### src/mem_ctrl_pkg.sv
// Shared definitions for the L2 miss handler.
// Holds the address-field positions, the FSM state enums and the packed structs
// that pass between the refill sequencer, the fill queue and the fill writer.
// Import it inside a module body; port lists use mem_ctrl_pkg:: scoped names.

package mem_ctrl_pkg;

    //////////////////////////////
    // widths and address fields
    //////////////////////////////
    localparam int ADDR_W     = 28;             // block-word address
    localparam int MEM_ADDR_W = 26;             // line address, no word field
    localparam int LINE_W     = 512;
    localparam int WORD_W     = 128;

    localparam int WORD_LSB   = 0;
    localparam int WORD_MSB   = 1;
    localparam int L2_IDX_LSB = 2;
    localparam int L2_IDX_MSB = 10;
    localparam int L2_IDX_W   = L2_IDX_MSB - L2_IDX_LSB + 1;
    localparam int L2_TAG_LSB = 11;
    localparam int L2_TAG_W   = ADDR_W - L2_TAG_LSB;  // 17 bits
    localparam int L1_IDX_W   = 8;              // address bits 7:0
    localparam int L1_TAG_LSB = 8;
    localparam int L1_TAG_W   = ADDR_W - L1_TAG_LSB;  // 20 bits

    localparam int L2_WAYS    = 4;
    localparam int FILL_DEPTH = 2;
    localparam int FILL_PTR_W = (FILL_DEPTH > 1) ? $clog2(FILL_DEPTH) : 1;
    localparam int FILL_CNT_W = $clog2(FILL_DEPTH + 1);

    //////////////////////////////
    // basic types
    //////////////////////////////
    typedef logic [LINE_W-1:0] line_t;
    typedef logic [WORD_W-1:0] word_t;

    typedef struct packed {
        logic                valid;
        logic [L2_TAG_W-1:0] tag;
    } l2_tag_t;

    typedef struct packed {
        logic                valid;
        logic [L1_TAG_W-1:0] tag;
    } l1_tag_t;

    typedef enum logic [1:0] {L1_NONE, L1_ICACHE, L1_DCACHE} l1_target_e;

    typedef enum logic [1:0] {
        SEQ_IDLE, SEQ_WRITE_MEM, SEQ_WAIT_SLOT, SEQ_READ_MEM
    } seq_state_e;

    typedef enum logic [1:0] {FILL_IDLE, FILL_L2, FILL_L1} fill_state_e;

    //////////////////////////////
    // bundles
    //////////////////////////////
    typedef struct packed {
        logic [ADDR_W-1:0] addr;
        logic [1:0]        l2_way;      // victim / refill way
        logic              is_read;     // read miss forwards a word to L1
        l1_target_e        target;
        logic              l1_way;
    } miss_req_t;

    typedef struct packed {
        l2_tag_t [L2_WAYS-1:0] tag;
        line_t   [L2_WAYS-1:0] line;
    } victim_t;

    typedef struct packed {
        logic                  re;
        logic                  we;
        logic [MEM_ADDR_W-1:0] addr;
        line_t                 wd;
    } mem_cmd_t;

    typedef struct packed {
        miss_req_t req;
        line_t     line;                // refill data from memory
    } fill_job_t;

    typedef struct packed {
        logic [L2_WAYS-1:0]  way_we;    // one-hot
        logic                wd_from_mem_en;
        logic [L2_IDX_W-1:0] index;
        l2_tag_t             tag;
        line_t               data;
    } l2_fill_t;

    typedef struct packed {
        logic                ic_we;
        logic                dc_we;
        logic [1:0]          block_we;
        logic [L1_IDX_W-1:0] index;
        l1_tag_t             tag;
        word_t               data;
    } l1_fill_t;

endpackage

### src/fill_writer.sv
// Fill writer of the miss handler.
// Takes the head fill job, writes the refill line into the chosen L2 way and
// holds the write until the L2 answers with l2_complete_w. The next cycle it
// pops the queue, pulses fill_done and, for a read miss, writes the addressed
// 128-bit word into the instruction or data L1.

`timescale 1ns/1ps

module fill_writer (
    input  logic                    clk,
    input  logic                    rst_n,
    input  logic                    valid,
    input  mem_ctrl_pkg::fill_job_t job,
    output logic                    pop,
    input  logic                    l2_complete_w,
    output mem_ctrl_pkg::l2_fill_t  l2_fill,
    output mem_ctrl_pkg::l1_fill_t  l1_fill,
    output logic                    fill_done
);
    import mem_ctrl_pkg::*;

    fill_state_e        state, state_d;
    logic [L2_WAYS-1:0] way_dec;
    logic               l1_wr;
    logic [WORD_MSB-WORD_LSB:0] word_sel;

    //////////////////////////////
    // state machine
    //////////////////////////////
    always_comb begin
        state_d = state;
        case (state)
            FILL_IDLE: if (valid) state_d = FILL_L2;
            FILL_L2:   if (l2_complete_w) state_d = FILL_L1;
            FILL_L1:   state_d = FILL_IDLE;    // one-cycle finish
            default:   state_d = FILL_IDLE;
        endcase
    end

    always_ff @(posedge clk or negedge rst_n) begin
        if (!rst_n) begin
            state <= FILL_IDLE;
        end else begin
            state <= state_d;
        end
    end

    // way decode, one-hot
    always_comb begin
        way_dec = '0;
        for (int w = 0; w < L2_WAYS; w++) begin
            if (job.req.l2_way == w[1:0]) way_dec[w] = 1'b1;
        end
    end

    assign pop       = (state == FILL_L1);
    assign fill_done = (state == FILL_L1);
    assign l1_wr     = (state == FILL_L1) && job.req.is_read;  // write miss skips L1
    assign word_sel  = job.req.addr[WORD_MSB:WORD_LSB];

    //////////////////////////////
    // L2 write
    //////////////////////////////
    always_comb begin
        l2_fill.way_we         = (state == FILL_L2) ? way_dec : '0;
        l2_fill.wd_from_mem_en = (state == FILL_L2);
        l2_fill.index          = job.req.addr[L2_IDX_MSB:L2_IDX_LSB];
        l2_fill.tag.valid      = 1'b1;
        l2_fill.tag.tag        = job.req.addr[ADDR_W-1:L2_TAG_LSB];
        l2_fill.data           = job.line;
    end

    // L1 forward of the requested word
    always_comb begin
        l1_fill.ic_we     = l1_wr && (job.req.target == L1_ICACHE);
        l1_fill.dc_we     = l1_wr && (job.req.target == L1_DCACHE);
        l1_fill.block_we  = '0;
        if (l1_fill.ic_we || l1_fill.dc_we) begin
            l1_fill.block_we = job.req.l1_way ? 2'b10 : 2'b01;
        end
        l1_fill.index     = job.req.addr[L1_IDX_W-1:0];
        l1_fill.tag.valid = 1'b1;
        l1_fill.tag.tag   = job.req.addr[ADDR_W-1:L1_TAG_LSB];
        l1_fill.data      = job.line[word_sel*WORD_W +: WORD_W];
    end

endmodule

### config.mk
export PLATFORM = sky130hd
export DESIGN_NAME = fill_writer
export DESIGN_NICKNAME = d
export VERILOG_FILES = /design/src/mem_ctrl_pkg.sv /design/src/fill_writer.sv
export SDC_FILE = /design/constraint.sdc
export NUM_CORES = 1
export LEC_CHECK = 0
export ABC_CLOCK_PERIOD_IN_PS = 3100
export BUFFER_PORTS_ARGS = -buffer_cell sky130_fd_sc_hd__buf_2
export CAP_MARGIN = 20
export CELL_PAD_IN_SITES_DETAIL_PLACEMENT = 2
export CELL_PAD_IN_SITES_GLOBAL_PLACEMENT = 2
export CORE_AREA = 5 5 485 487
export CTS_BUF_LIST = sky130_fd_sc_hd__clkbuf_2
export DETAILED_ROUTE_END_ITERATION = 10
export DIE_AREA = 0 0 490 492
export HOLD_SLACK_MARGIN = 0.12
export PLACE_DENSITY = 0.35
export RECOVER_POWER = 100
export SLEW_MARGIN = 20
export SYNTH_ARGS = -nofsm -noshare
export SYNTH_HDL_FRONTEND = slang
export SYNTH_SLANG_ARGS = --single-unit
### constraint.sdc
create_clock -name clk -period 3.1 [get_ports clk]
set_input_delay 0.62 -clock clk [delete_from_list [all_inputs] [get_ports clk]]
set_output_delay 0.62 -clock clk [all_outputs]
set_load 0.01 [all_outputs]
[Word level (Yosys, flattened, before mapping)]
Cells that the tools add are included.
Operators by class
  eq/ne operators: 9
  shifts and indexed selects: 1
  mux-type cells: 10
  reductions and logical operators: 7
Operators by type and width (count)
  $shiftx A512 B10 Y128: 1
  $eq A2 B2 Y1 const B: 4
  $mux W2: 4
  $eq A2 B1 Y1 const B: 3
  $logic_not A2 Y1: 2
  $mux W1: 4
  $mux W4: 1
  $ne A2 B2 Y1 const B: 2
  $pmux W2 S2: 1
  $logic_and A1 B1 Y1: 3
  $reduce_and A2 Y1: 1
  $logic_or A1 B1 Y1: 1
Word-level totals
  register bits after elaboration: 2
  bits of input ports: 550
  word-level logic and storage cells: 28

[Longest topological paths before layout]
  word-level depth: 5
  gate-level depth with buffers: 3
  mapped depth without buffers: 2

[Least setup slack after synthesis]
No wires, ideal clock.
  kind: in2out
  start point: input job[518] (netlist bit)
  end point: output l1_fill[0] (netlist bit)
  arrival: 1.517 ns
  required time: 2.480 ns
  setup slack: 0.963 ns
  stages: 3
  cell sequence: buf_6 -> buf_12 -> mux4_2
RTL lines
  start, declared: RTL line fill_writer.sv:13  | input mem_ctrl_pkg::fill_job_t job,
  end, declared: RTL line fill_writer.sv:17  | output mem_ctrl_pkg::l1_fill_t l1_fill,

==> impl_metrics.ini <==
[clock_tree]
cts_root_buf = clkbuf_2
holdBufCountCts = 0
cts_made_buffers = 3
clock_sinks = 2
clock_path_buffers = 2
htree_levels = 1
insertion_delay_ns = 0.19
cts_tree = built
post-cts-setup-buffer-count = 0
clkTransAtPathRegs_ns = 0.03
cts_resized = 0

[placement]
hpwl_um = 144500
dp.cells = 4381
port_buffers = 1176
gp_congestion = 0.9043
dp_slack_ns = 0.5040

[power_and_ir_drop]
p_per_area_nw_per_um2 = 202.1
irDropWorstVdd_mv = 0.05765
leakagePower_nw = 3.874

[setup_path]
start_kind = input port
crit_path_max_fanout = 9
critPathKind = in2out
critPathCaptureType = output port
cp_data_required_time_ns = 2.48
cp.arrival_ns = 2.12

[timing]
finClkSkew_ns = 0.004219
fin_crit_sh_pct = 88.35
slew-limit-headroom_pct = 35.08
rsz0062_at_grt = false
timing.fmax_mhz = 365.1
slew_viol_final = 0
finalSetupTns_ns = 0
setup_viol = 0
worst_pin_slew_ns = 0.9780
fin_hold_ws_ns = 0.2108
setup_slack_ns = 0.3611
fin_crit_ns = 2.739
hold_viol_final = 0

[logic_synthesis]
yosys.area.top_type = buf_4
yosys_warnings = 0
syn_inst = 745
synth_edf_count = 0
synth_most_common_cell = buf_4
synthArstFlopShare_pct = 100.0
synth_top_area_share_pct = 56.00
syn_avg_cell_area_um2 = 10.26
ys_ff_latch = 2
ys.flop_type = dfrtp_1
netlist_top_cells_count = 570 x buf_4, 128 x mux4_2, 13 x buf_2, 10 x buf_12
yosysUniqueCellTypes = 18
synth_area_um2 = 7641
yosysSeqAreaShare_pct = 0.6550
synth_area_leaders = buf_4 56%, mux4_2 38%, buf_12 2.6%

[floorplanning]
die_h_um = 492
initial_core_util_pct = 3.308
core_um2 = 231000
std_cell_rows = 177
fp.dieArea_um2 = 241100
ios = 1257
die_w_um = 490

[grt]
grt_pass1_vias = 9504
grt.overflow.total = 0
grt_pass1_wl_um = 170800
grt_max_degree = 39
antenna_found_initial = 59
grt_usage_pct = 11.62

[job]
max_cap_violations = 0

[layout]
layout.cells.non_filler = 4395
final_util_pct = 5.288
final_layout_size_suffix_gt1_share_pct = 50.63
area.growth.synth_to_final_pct = 59.85
largest_register_ffs = 2
top_register = state
nets = 1893
reg_top3 = state (2)

[hold_path]
holdCritPathClass = in2async

[detailed_routing]
vias = 8606
wirelength_um = 148400
drc = 0
dr.pass1.iters = 5
wl_per_cell_um = 33.77
drtIter0Drc = 442
ant_nets = 0
viasPerCell = 1.958

[outcome]
status = finished clean
## area by class of cell
| class | instances | area (µm²) |
|---|---|---|
| antenna | 11 | 27.53 |
| clock buffer | 3 | 15.01 |
| fill | 27815 | 218800 |
| multi-input combinational | 146 | 3002 |
| sequential | 2 | 50.05 |
| tap | 3043 | 3807 |
| timing repair buffer | 1190 | 5313 |
## per-layer routing
metal  GRT usage, %  routed length, µm  share of wire [%]  vias to the layer above
li1               -                  -                  -                     3262
met1          10.87              46840                 32                     4223
met2          20.76              72370                 49                      993
met3          9.430              27590                 19                      126
met4         0.3024               1590                1.1                        2
met5              0                  7             0.0047                        -
## cell families after synthesis
| logic type | share of synthesized area, % |
|---|---|
| simple gates | 1.277 |
| xor+xnor | 0.1146 |
| flops | 0.6550 |
| buf+inv | 60.11 |
| compound gates | 0.06544 |
| other cells | 0.04908 |
| mux | 37.73 |
## cell usage in the layout, fill, tap and decap left out
| cell type | netlist | final |
|---|---|---|
| and3b_1 | 2 | 2 |
| buf_2 | 13 | 533 |
| conb_1 | 1 | 2 |
| buf_4 | 570 | 2 |
| a21oi_1 | 1 | 1 |
| mux4_2 | 128 | 128 |
| xnor2_1 | 1 | 1 |
| clkbuf_1 | 1 | 642 |
| and2_0 | 0 | 1 |
| nor2b_1 | 2 | 2 |
| dfrtp_1 | 2 | 2 |
| and3_1 | 1 | 1 |
| nand2b_1 | 2 | 2 |
| buf_8 | 0 | 2 |
| diode_2 | 0 | 11 |
| clkbuf_2 | 0 | 5 |
| buf_12 | 10 | 9 |
| nor3b_1 | 4 | 4 |
| nor3_1 | 1 | 1 |
| nand3b_1 | 1 | 1 |
## per-stage QoR
| step | instance area [µm²] | total power, mW |
|---|---|---|
| global route | 12190 | 2.677 |
| finish | 12210 | 2.468 |
| global placement | 12980 | 2.695 |
| detailed placement | 12980 | 2.690 |
| CTS | 13000 | 2.741 |
| floorplan | 7645 | 1.332 |
## report_power, final
part	total (mW)	internal, mW	switching [mW]
Clock	0.0398	0.0257	0.0141
Combinational	2.39	0.746	1.65
Sequential	0.0377	0.0320	0.00565
## worst max-delay path, cell delays in order
cell and delay (ns):
buf_8 0.15, clkbuf_2 0.41, mux4_2 0.57, clkbuf_1 0.33
## path summary, 6_finish.rpt
check,start,end,slack (ns),depth (start not counted)
setup / recovery,job[518],l1_fill[52],0.36,4
hold / removal,rst_n,state[1],0.21,1
setup reg to reg,state[0],state[1],1.89,2
hold reg to reg,state[1],state[0],0.48,1
max in group asynchronous,rst_n,state[0],2.76,1
min in group clk,state[1],state[0],0.48,1
Note: power is estimated with default switching activity, not from simulation.
