$ cat src/mem_ctrl_pkg.sv
// Shared definitions for the L2 miss handler.
// Holds the address-field positions, the FSM state enums and the packed structs
// that pass between the refill sequencer, the fill queue and the fill writer.
// Import it inside a module body; port lists use mem_ctrl_pkg:: scoped names.

package mem_ctrl_pkg;

    //////////////////////////////
    // widths and address fields
    //////////////////////////////
    localparam int ADDR_W     = 28;             // block-word address
    localparam int MEM_ADDR_W = 26;             // line address, no word field
    localparam int LINE_W     = 512;
    localparam int WORD_W     = 128;

    localparam int WORD_LSB   = 0;
    localparam int WORD_MSB   = 1;
    localparam int L2_IDX_LSB = 2;
    localparam int L2_IDX_MSB = 10;
    localparam int L2_IDX_W   = L2_IDX_MSB - L2_IDX_LSB + 1;
    localparam int L2_TAG_LSB = 11;
    localparam int L2_TAG_W   = ADDR_W - L2_TAG_LSB;  // 17 bits
    localparam int L1_IDX_W   = 8;              // address bits 7:0
    localparam int L1_TAG_LSB = 8;
    localparam int L1_TAG_W   = ADDR_W - L1_TAG_LSB;  // 20 bits

    localparam int L2_WAYS    = 4;
    localparam int FILL_DEPTH = 2;
    localparam int FILL_PTR_W = (FILL_DEPTH > 1) ? $clog2(FILL_DEPTH) : 1;
    localparam int FILL_CNT_W = $clog2(FILL_DEPTH + 1);

    //////////////////////////////
    // basic types
    //////////////////////////////
    typedef logic [LINE_W-1:0] line_t;
    typedef logic [WORD_W-1:0] word_t;

    typedef struct packed {
        logic                valid;
        logic [L2_TAG_W-1:0] tag;
    } l2_tag_t;

    typedef struct packed {
        logic                valid;
        logic [L1_TAG_W-1:0] tag;
    } l1_tag_t;

    typedef enum logic [1:0] {L1_NONE, L1_ICACHE, L1_DCACHE} l1_target_e;

    typedef enum logic [1:0] {
        SEQ_IDLE, SEQ_WRITE_MEM, SEQ_WAIT_SLOT, SEQ_READ_MEM
    } seq_state_e;

    typedef enum logic [1:0] {FILL_IDLE, FILL_L2, FILL_L1} fill_state_e;

    //////////////////////////////
    // bundles
    //////////////////////////////
    typedef struct packed {
        logic [ADDR_W-1:0] addr;
        logic [1:0]        l2_way;      // victim / refill way
        logic              is_read;     // read miss forwards a word to L1
        l1_target_e        target;
        logic              l1_way;
    } miss_req_t;

    typedef struct packed {
        l2_tag_t [L2_WAYS-1:0] tag;
        line_t   [L2_WAYS-1:0] line;
    } victim_t;

    typedef struct packed {
        logic                  re;
        logic                  we;
        logic [MEM_ADDR_W-1:0] addr;
        line_t                 wd;
    } mem_cmd_t;

    typedef struct packed {
        miss_req_t req;
        line_t     line;                // refill data from memory
    } fill_job_t;

    typedef struct packed {
        logic [L2_WAYS-1:0]  way_we;    // one-hot
        logic                wd_from_mem_en;
        logic [L2_IDX_W-1:0] index;
        l2_tag_t             tag;
        line_t               data;
    } l2_fill_t;

    typedef struct packed {
        logic                ic_we;
        logic                dc_we;
        logic [1:0]          block_we;
        logic [L1_IDX_W-1:0] index;
        l1_tag_t             tag;
        word_t               data;
    } l1_fill_t;

endpackage

$ cat src/fill_queue.sv
// Fill-job FIFO between the refill sequencer and the fill writer.
// Lets the next miss go to memory while an earlier fill waits on the L2.
// Head is valid one cycle after a push into an empty queue; order is kept.

`timescale 1ns/1ps

module fill_queue (
    input  logic                    clk,
    input  logic                    rst_n,
    input  logic                    push,
    input  mem_ctrl_pkg::fill_job_t job_in,
    output logic                    full,
    output logic                    valid,
    output mem_ctrl_pkg::fill_job_t job_out,
    input  logic                    pop
);
    import mem_ctrl_pkg::*;

    fill_job_t             entries [FILL_DEPTH];
    logic [FILL_PTR_W-1:0] wr_ptr;
    logic [FILL_PTR_W-1:0] rd_ptr;
    logic [FILL_CNT_W-1:0] count;
    logic                  do_push;
    logic                  do_pop;

    function automatic logic [FILL_PTR_W-1:0] next_ptr(input logic [FILL_PTR_W-1:0] ptr);
        logic [FILL_PTR_W-1:0] nxt;
        if (ptr == FILL_PTR_W'(FILL_DEPTH - 1)) begin
            nxt = '0;                         // wrap
        end else begin
            nxt = ptr + 1'b1;
        end
        return nxt;
    endfunction

    assign full    = (count == FILL_CNT_W'(FILL_DEPTH));
    assign valid   = (count != '0);
    assign do_push = push && !full;
    assign do_pop  = pop && valid;
    assign job_out = entries[rd_ptr];

    always_ff @(posedge clk or negedge rst_n) begin
        if (!rst_n) begin
            wr_ptr <= '0;
            rd_ptr <= '0;
            count  <= '0;
        end else begin
            if (do_push) wr_ptr <= next_ptr(wr_ptr);
            if (do_pop)  rd_ptr <= next_ptr(rd_ptr);
            case ({do_push, do_pop})
                2'b10:   count <= count + 1'b1;
                2'b01:   count <= count - 1'b1;
                default: count <= count;      // idle or push with pop
            endcase
        end
    end

    // storage
    always_ff @(posedge clk) begin
        if (do_push) begin
            entries[wr_ptr] <= job_in;
        end
    end

endmodule

$ cat config.mk
export PLATFORM = sky130hd
export DESIGN_NAME = fill_queue
export DESIGN_NICKNAME = d
export VERILOG_FILES = /design/src/mem_ctrl_pkg.sv /design/src/fill_queue.sv
export SDC_FILE = /design/constraint.sdc
export NUM_CORES = 1
export LEC_CHECK = 0
export BUFFER_PORTS_ARGS = -buffer_cell sky130_fd_sc_hd__clkbuf_2
export CAP_MARGIN = 40
export CELL_PAD_IN_SITES_DETAIL_PLACEMENT = 0
export CELL_PAD_IN_SITES_GLOBAL_PLACEMENT = 1
export CORE_AREA = 2 2 428 430
export CTS_CLUSTER_DIAMETER = 80
export DETAILED_ROUTE_END_ITERATION = 8
export DIE_AREA = 0 0 430 432
export PLACE_DENSITY_LB_ADDON = 0.1
export SYNTH_ARGS = -nofsm -noshare
export SYNTH_HDL_FRONTEND = slang
export SYNTH_SLANG_ARGS = --single-unit
export TNS_END_PERCENT = 100
$ cat constraint.sdc
create_clock -name clk -period 24.7 [get_ports clk]
set_clock_uncertainty 0.15 [all_clocks]
set_input_delay 4.94 -clock clk [delete_from_list [all_inputs] [get_ports clk]]
set_output_delay 4.94 -clock clk [all_outputs]
set_load 0.02 [all_outputs]
## Word level (Yosys, flattened, before mapping)

Memory sizes are Yosys's and may differ from the RTL's.
Index checks and enable logic that the tools add are counted.

| cells by class | value |
|---|---|
| add/sub/neg operators | 4 |
| equal/unequal tests | 3 |
| multiplexer cells | 5 |
| reduce and logical (&&, ||, !) cells | 5 |

Operators by type and width:

| cell | count |
|---|---|
| 2-bit equality test, second input constant | 2 |
| 1-bit 2-to-1 mux | 4 |
| 2-bit case mux with 2 select lines | 1 |
| 2-bit nonzero test | 2 |
| 1-bit adder, second input constant | 2 |
| 2-bit by 1-bit adder with 2-bit output, second input constant | 1 |
| 2-bit by 1-bit equality test with 1-bit output, second input constant | 1 |
| 1-bit logical AND | 2 |
| 2-bit by 1-bit subtractor with 2-bit output, second input constant | 1 |
| 1-bit logical NOT | 1 |

| word-level totals | value |
|---|---|
| bits in registers | 4 |
| bits in writable memories | 1092 |
| input port bits | 550 |
| word-level logic and storage cells | 21 |
| memories | 1 |

Memories:

| name | depth | bits a word | rd ports | clocked after Yosys merged registers in | write ports | line | RTL |
|---|---|---|---|---|---|---|---|
| entries | 2 | 546 | 1 | 0 | 1 | fill_queue.sv:19 | `fill_job_t entries [FILL_DEPTH];` |

## Longest topological paths before layout

| logic depth | value |
|---|---|
| word-level depth | 5 |
| mapped depth | 6 |

## Worst setup path after synthesis

OpenSTA, ideal clock, no wires.

| path | value |
|---|---|
| path type | input to register |
| from | input port push |
| to | memory entries[0][0] (netlist bit) (enable) |
| library setup time | 1.468 ns |
| arrival time | 27.612 ns |
| data required time | 23.082 ns |
| slack | -4.530 ns |
| cell stages on the path | 2 |
| buffers on the path | 0 |
| cell sequence | nand2_1 nor2_1 |

| between the ends | value |
|---|---|
| cells in the longest elaborated chain, start to end | 3 |

Ends and longest elaborated chain:

| item | line | RTL |
|---|---|---|
| start, declared | fill_queue.sv:10 | `input logic push,` |
| 1-bit logical AND | fill_queue.sv:38 | `assign do_push = push && !full;` |
| 1-bit 2-to-1 mux | fill_queue.sv:60 | `if (do_push) begin` |
| 1-bit 2-to-1 mux (not written as such) | fill_queue.sv:61 | `entries[wr_ptr] <= job_in;` |
| end, declared | fill_queue.sv:19 |  |

Every way passes these cells.

==> summary.md <==
## Critical path
• 19.61 ns — required arrival time at the worst endpoint
• 5.62 ns — critical path arrival
• 9 — number of cells on the worst reg-to-reg path
• 0.81 ns — Max stage delay on crit path
• 9 — number of cells on the critical path
• buffers and inverters — top cell family by delay on the critical path
• flip-flop to output port — Setup Crit Path Kind
• buf_4 — CP dominant cell by count
• 69 — largest fanout of any net on the critical path
• count[0] — source of the worst register-to-register timing path
• rd_ptr — Worst setup startpoint
• buf_4 > buf_12 > buf_4 > buf_4 > buf_4 > buf_16 > buf_4 > mux2_2 > clkbuf_2 — ordered list of cells on the worst path
• 8 — Crit path buffers/inverters
• dfrtp_4 — critical path's slowest cell
• output port — critical path endpoint category
• flip-flop — category of the worst setup path launch point

## Routing
• 24.0 um — WL per Instance
• 130 mm — wirelength, routed
• 6 — 1st-pass router iterations
• 21125 — total via count in the routed design
• 0 — DRC violations left
• 1000 — DR iter-0 viols
• 0 — antenna viol nets, final
• 3.89 — routed vias/inst

## Timing
• 0 — Final Max Slew Viols
• 0 — number of setup violations in the final report
• false — RSZ-0062 raised after global routing
• 10.71 ns — time the final worst path needs with I/O delays and setup
• 0 ns — accumulated negative setup slack
• 13.99 ns — setup slack after layout
• 1.08 ns — Worst Max-Slew Pin Slew
• 43.4% — Period Utilization, post-route
• 0 — endpoints failing hold
• 28.1% — normalized max-slew margin
• 0.350 ns — minimum hold slack
• 93.3 MHz — maximum clock frequency

## Power
• 0.0855 mV — Max VDD drop
• 19.2 nW — P_leak
• 6.71 mW — Design Power
• 129 mW/mm^2 — power density cells

## Floorplan
• 0.182 sq mm — core area
• 1098 — I/O Pins
• 21.9% — effective utilization at floorplan
• 0.186 sq mm — die area
• 430 um — die boundary width
• 432 um — Die Height
• 157 — Std-Cell Rows

## Place
• 95.6 mm — half-perimeter wire length of the detailed placement result
• 0.0481 sq mm — Placed Area
• 1097 — number of input and output port buffers inserted
• 5168 — number of placed instances, taps included
• 14.64 ns — pre-CTS worst setup slack
• 0.863 — GP Congestion

## Clock network
• 0 — hold buffers post-CTS
• 135 — number of buffers inserted during clock tree synthesis
• 0 — setup fix buffers added after clock tree synthesis
• 0.05 ns — clock-pin slew reported for the worst setup and hold paths after clock tree synthesis
• 0.77 ns — clock latency of the later-clocked register in the worst-skew pair
• 4 — level count of the clock H-tree
• 0 — number of instances resized during post-cts repair
• 3 — Clock Path Buffers
• clkbuf_16 — Clk Tree Root Cell
• done — CTS tree
• 1096 — CTS sink cnt

## GRT
• 44 — initial antenna violation count
• 176 mm — wire length of the first global-routing pass
• met2 — busiest metal layer after global routing
• 0 — total gr overflow
• 4.94% — GR Util met3
• 164 — maximum number of pins on one net before global-route repair
• 22892 — vias in the first global route
• 13.3% — met1 track utilization from global routing
• 25.5% — grt met2 use
• 13.6% — overall routing resource usage

## Synthesis
• 1717 — gate count of the mapped netlist
• 2268 — net count of the mapped netlist
• 1096 — synthesized flop and latch total
• 23.2 sq um — Synth Area per Inst
• 0.0398 sq mm — synthesized cell area
• 0 — Synthesis Warnings
• 15 — post-synthesis cell type count
• 82.6% — sequential element share of the synthesized area

## Status
• completed — result of the run

## Final layout
• 61.4% — share of cells above drive strength 1
• 3471 — final net count
• 5424 — post-layout instance count excluding filler cells
• 31.2% — area grow syn2layout
• 0.0522 sq mm — final non-filler cell area
• 28.7% — final cell utilization of the core

## Min path
• count[1] — Hold Startpoint
• flip-flop to flip-flop — Tightest Hold Check Type
• 1 — worst hold path stage count

## Run
• 0 — number of max-cap violations

-- layer usage --
metal / part of all wire, % / wire, um
met1: 34 / 44400
met2: 55 / 71200
met3: 7.5 / 9750
met4: 3.7 / 4810
met5: 0.15 / 196
-- area by class of cell --
class	count	area [sq um]
Sequential cell	1096	32900
Antenna cell	21	52.6
Timing Repair Buffer	1127	5980
Multi-Input combinational cell	559	6250
Tap cell	2385	2980
Fill cell	18249	129000
Inverter	1	3.75
Clock inverter	62	510
Clock buffer	173	3540
-- flip-flops by register name (all words and copies together), names as in the netlist --
signal / flops
rd_ptr: 1
entries: 1092
count: 2
wr_ptr: 1
-- power by group --
part           internal, mW  total (mW)  switching, mW
sequential             2.55        2.65          0.106
clock                  1.05        1.83          0.779
combinational         0.772        2.23           1.46
-- path summary, 6_finish.rpt --
| kind | to | slack, ns |
|---|---|---|
| setup / recovery | job_out[472] | 13.99 |
| hold / removal | count[1] | 0.35 |
| setup reg to reg | entries[0][415] | 20.74 |
| hold reg to reg | count[1] | 0.35 |
| max in group asynchronous | rd_ptr | 20.42 |
| min in group asynchronous | rd_ptr | 3.83 |
-- logic make-up after synthesis --
family                     after synthesis  share of synthesized area (%)
xor gates and xnor gates                 5                          0.110
muxes                                  546                           15.4
buffers and inverters                   62                           1.72
adders and majority gates                1                         0.0314
and+or+nand+nor                          7                         0.0912
DFF                                   1096                           82.6
-- Yosys cell counts --
cell type	count	area, sq um
and3_1	1	6.26
nand2_1	1	3.75
ha_1	1	12.5
nor2_1	2	7.51
edfxtp_1	1092	32800
dfrtp_1	4	100
or2_2	1	6.26
xnor2_1	3	26.3
xor2_1	2	17.5
inv_1	1	3.75
buf_6	60	676
buf_2	1	5.00
and2_1	1	6.26
nand2b_1	1	6.26
mux2_2	546	6150
-- cells in the final DEF (no fill, tap or decap), types with 7 or more instances in the layout --
cell type and n:
clkinv_1 23, clkbuf_1 37, buf_16 9, mux2_2 546, diode_2 21, buf_4 14
buf_12 7, inv_6 8, clkbuf_16 136, edfxtp_1 1092, clkbuf_2 1097, clkinv_2 17
(Power assumes the default switching activity.)
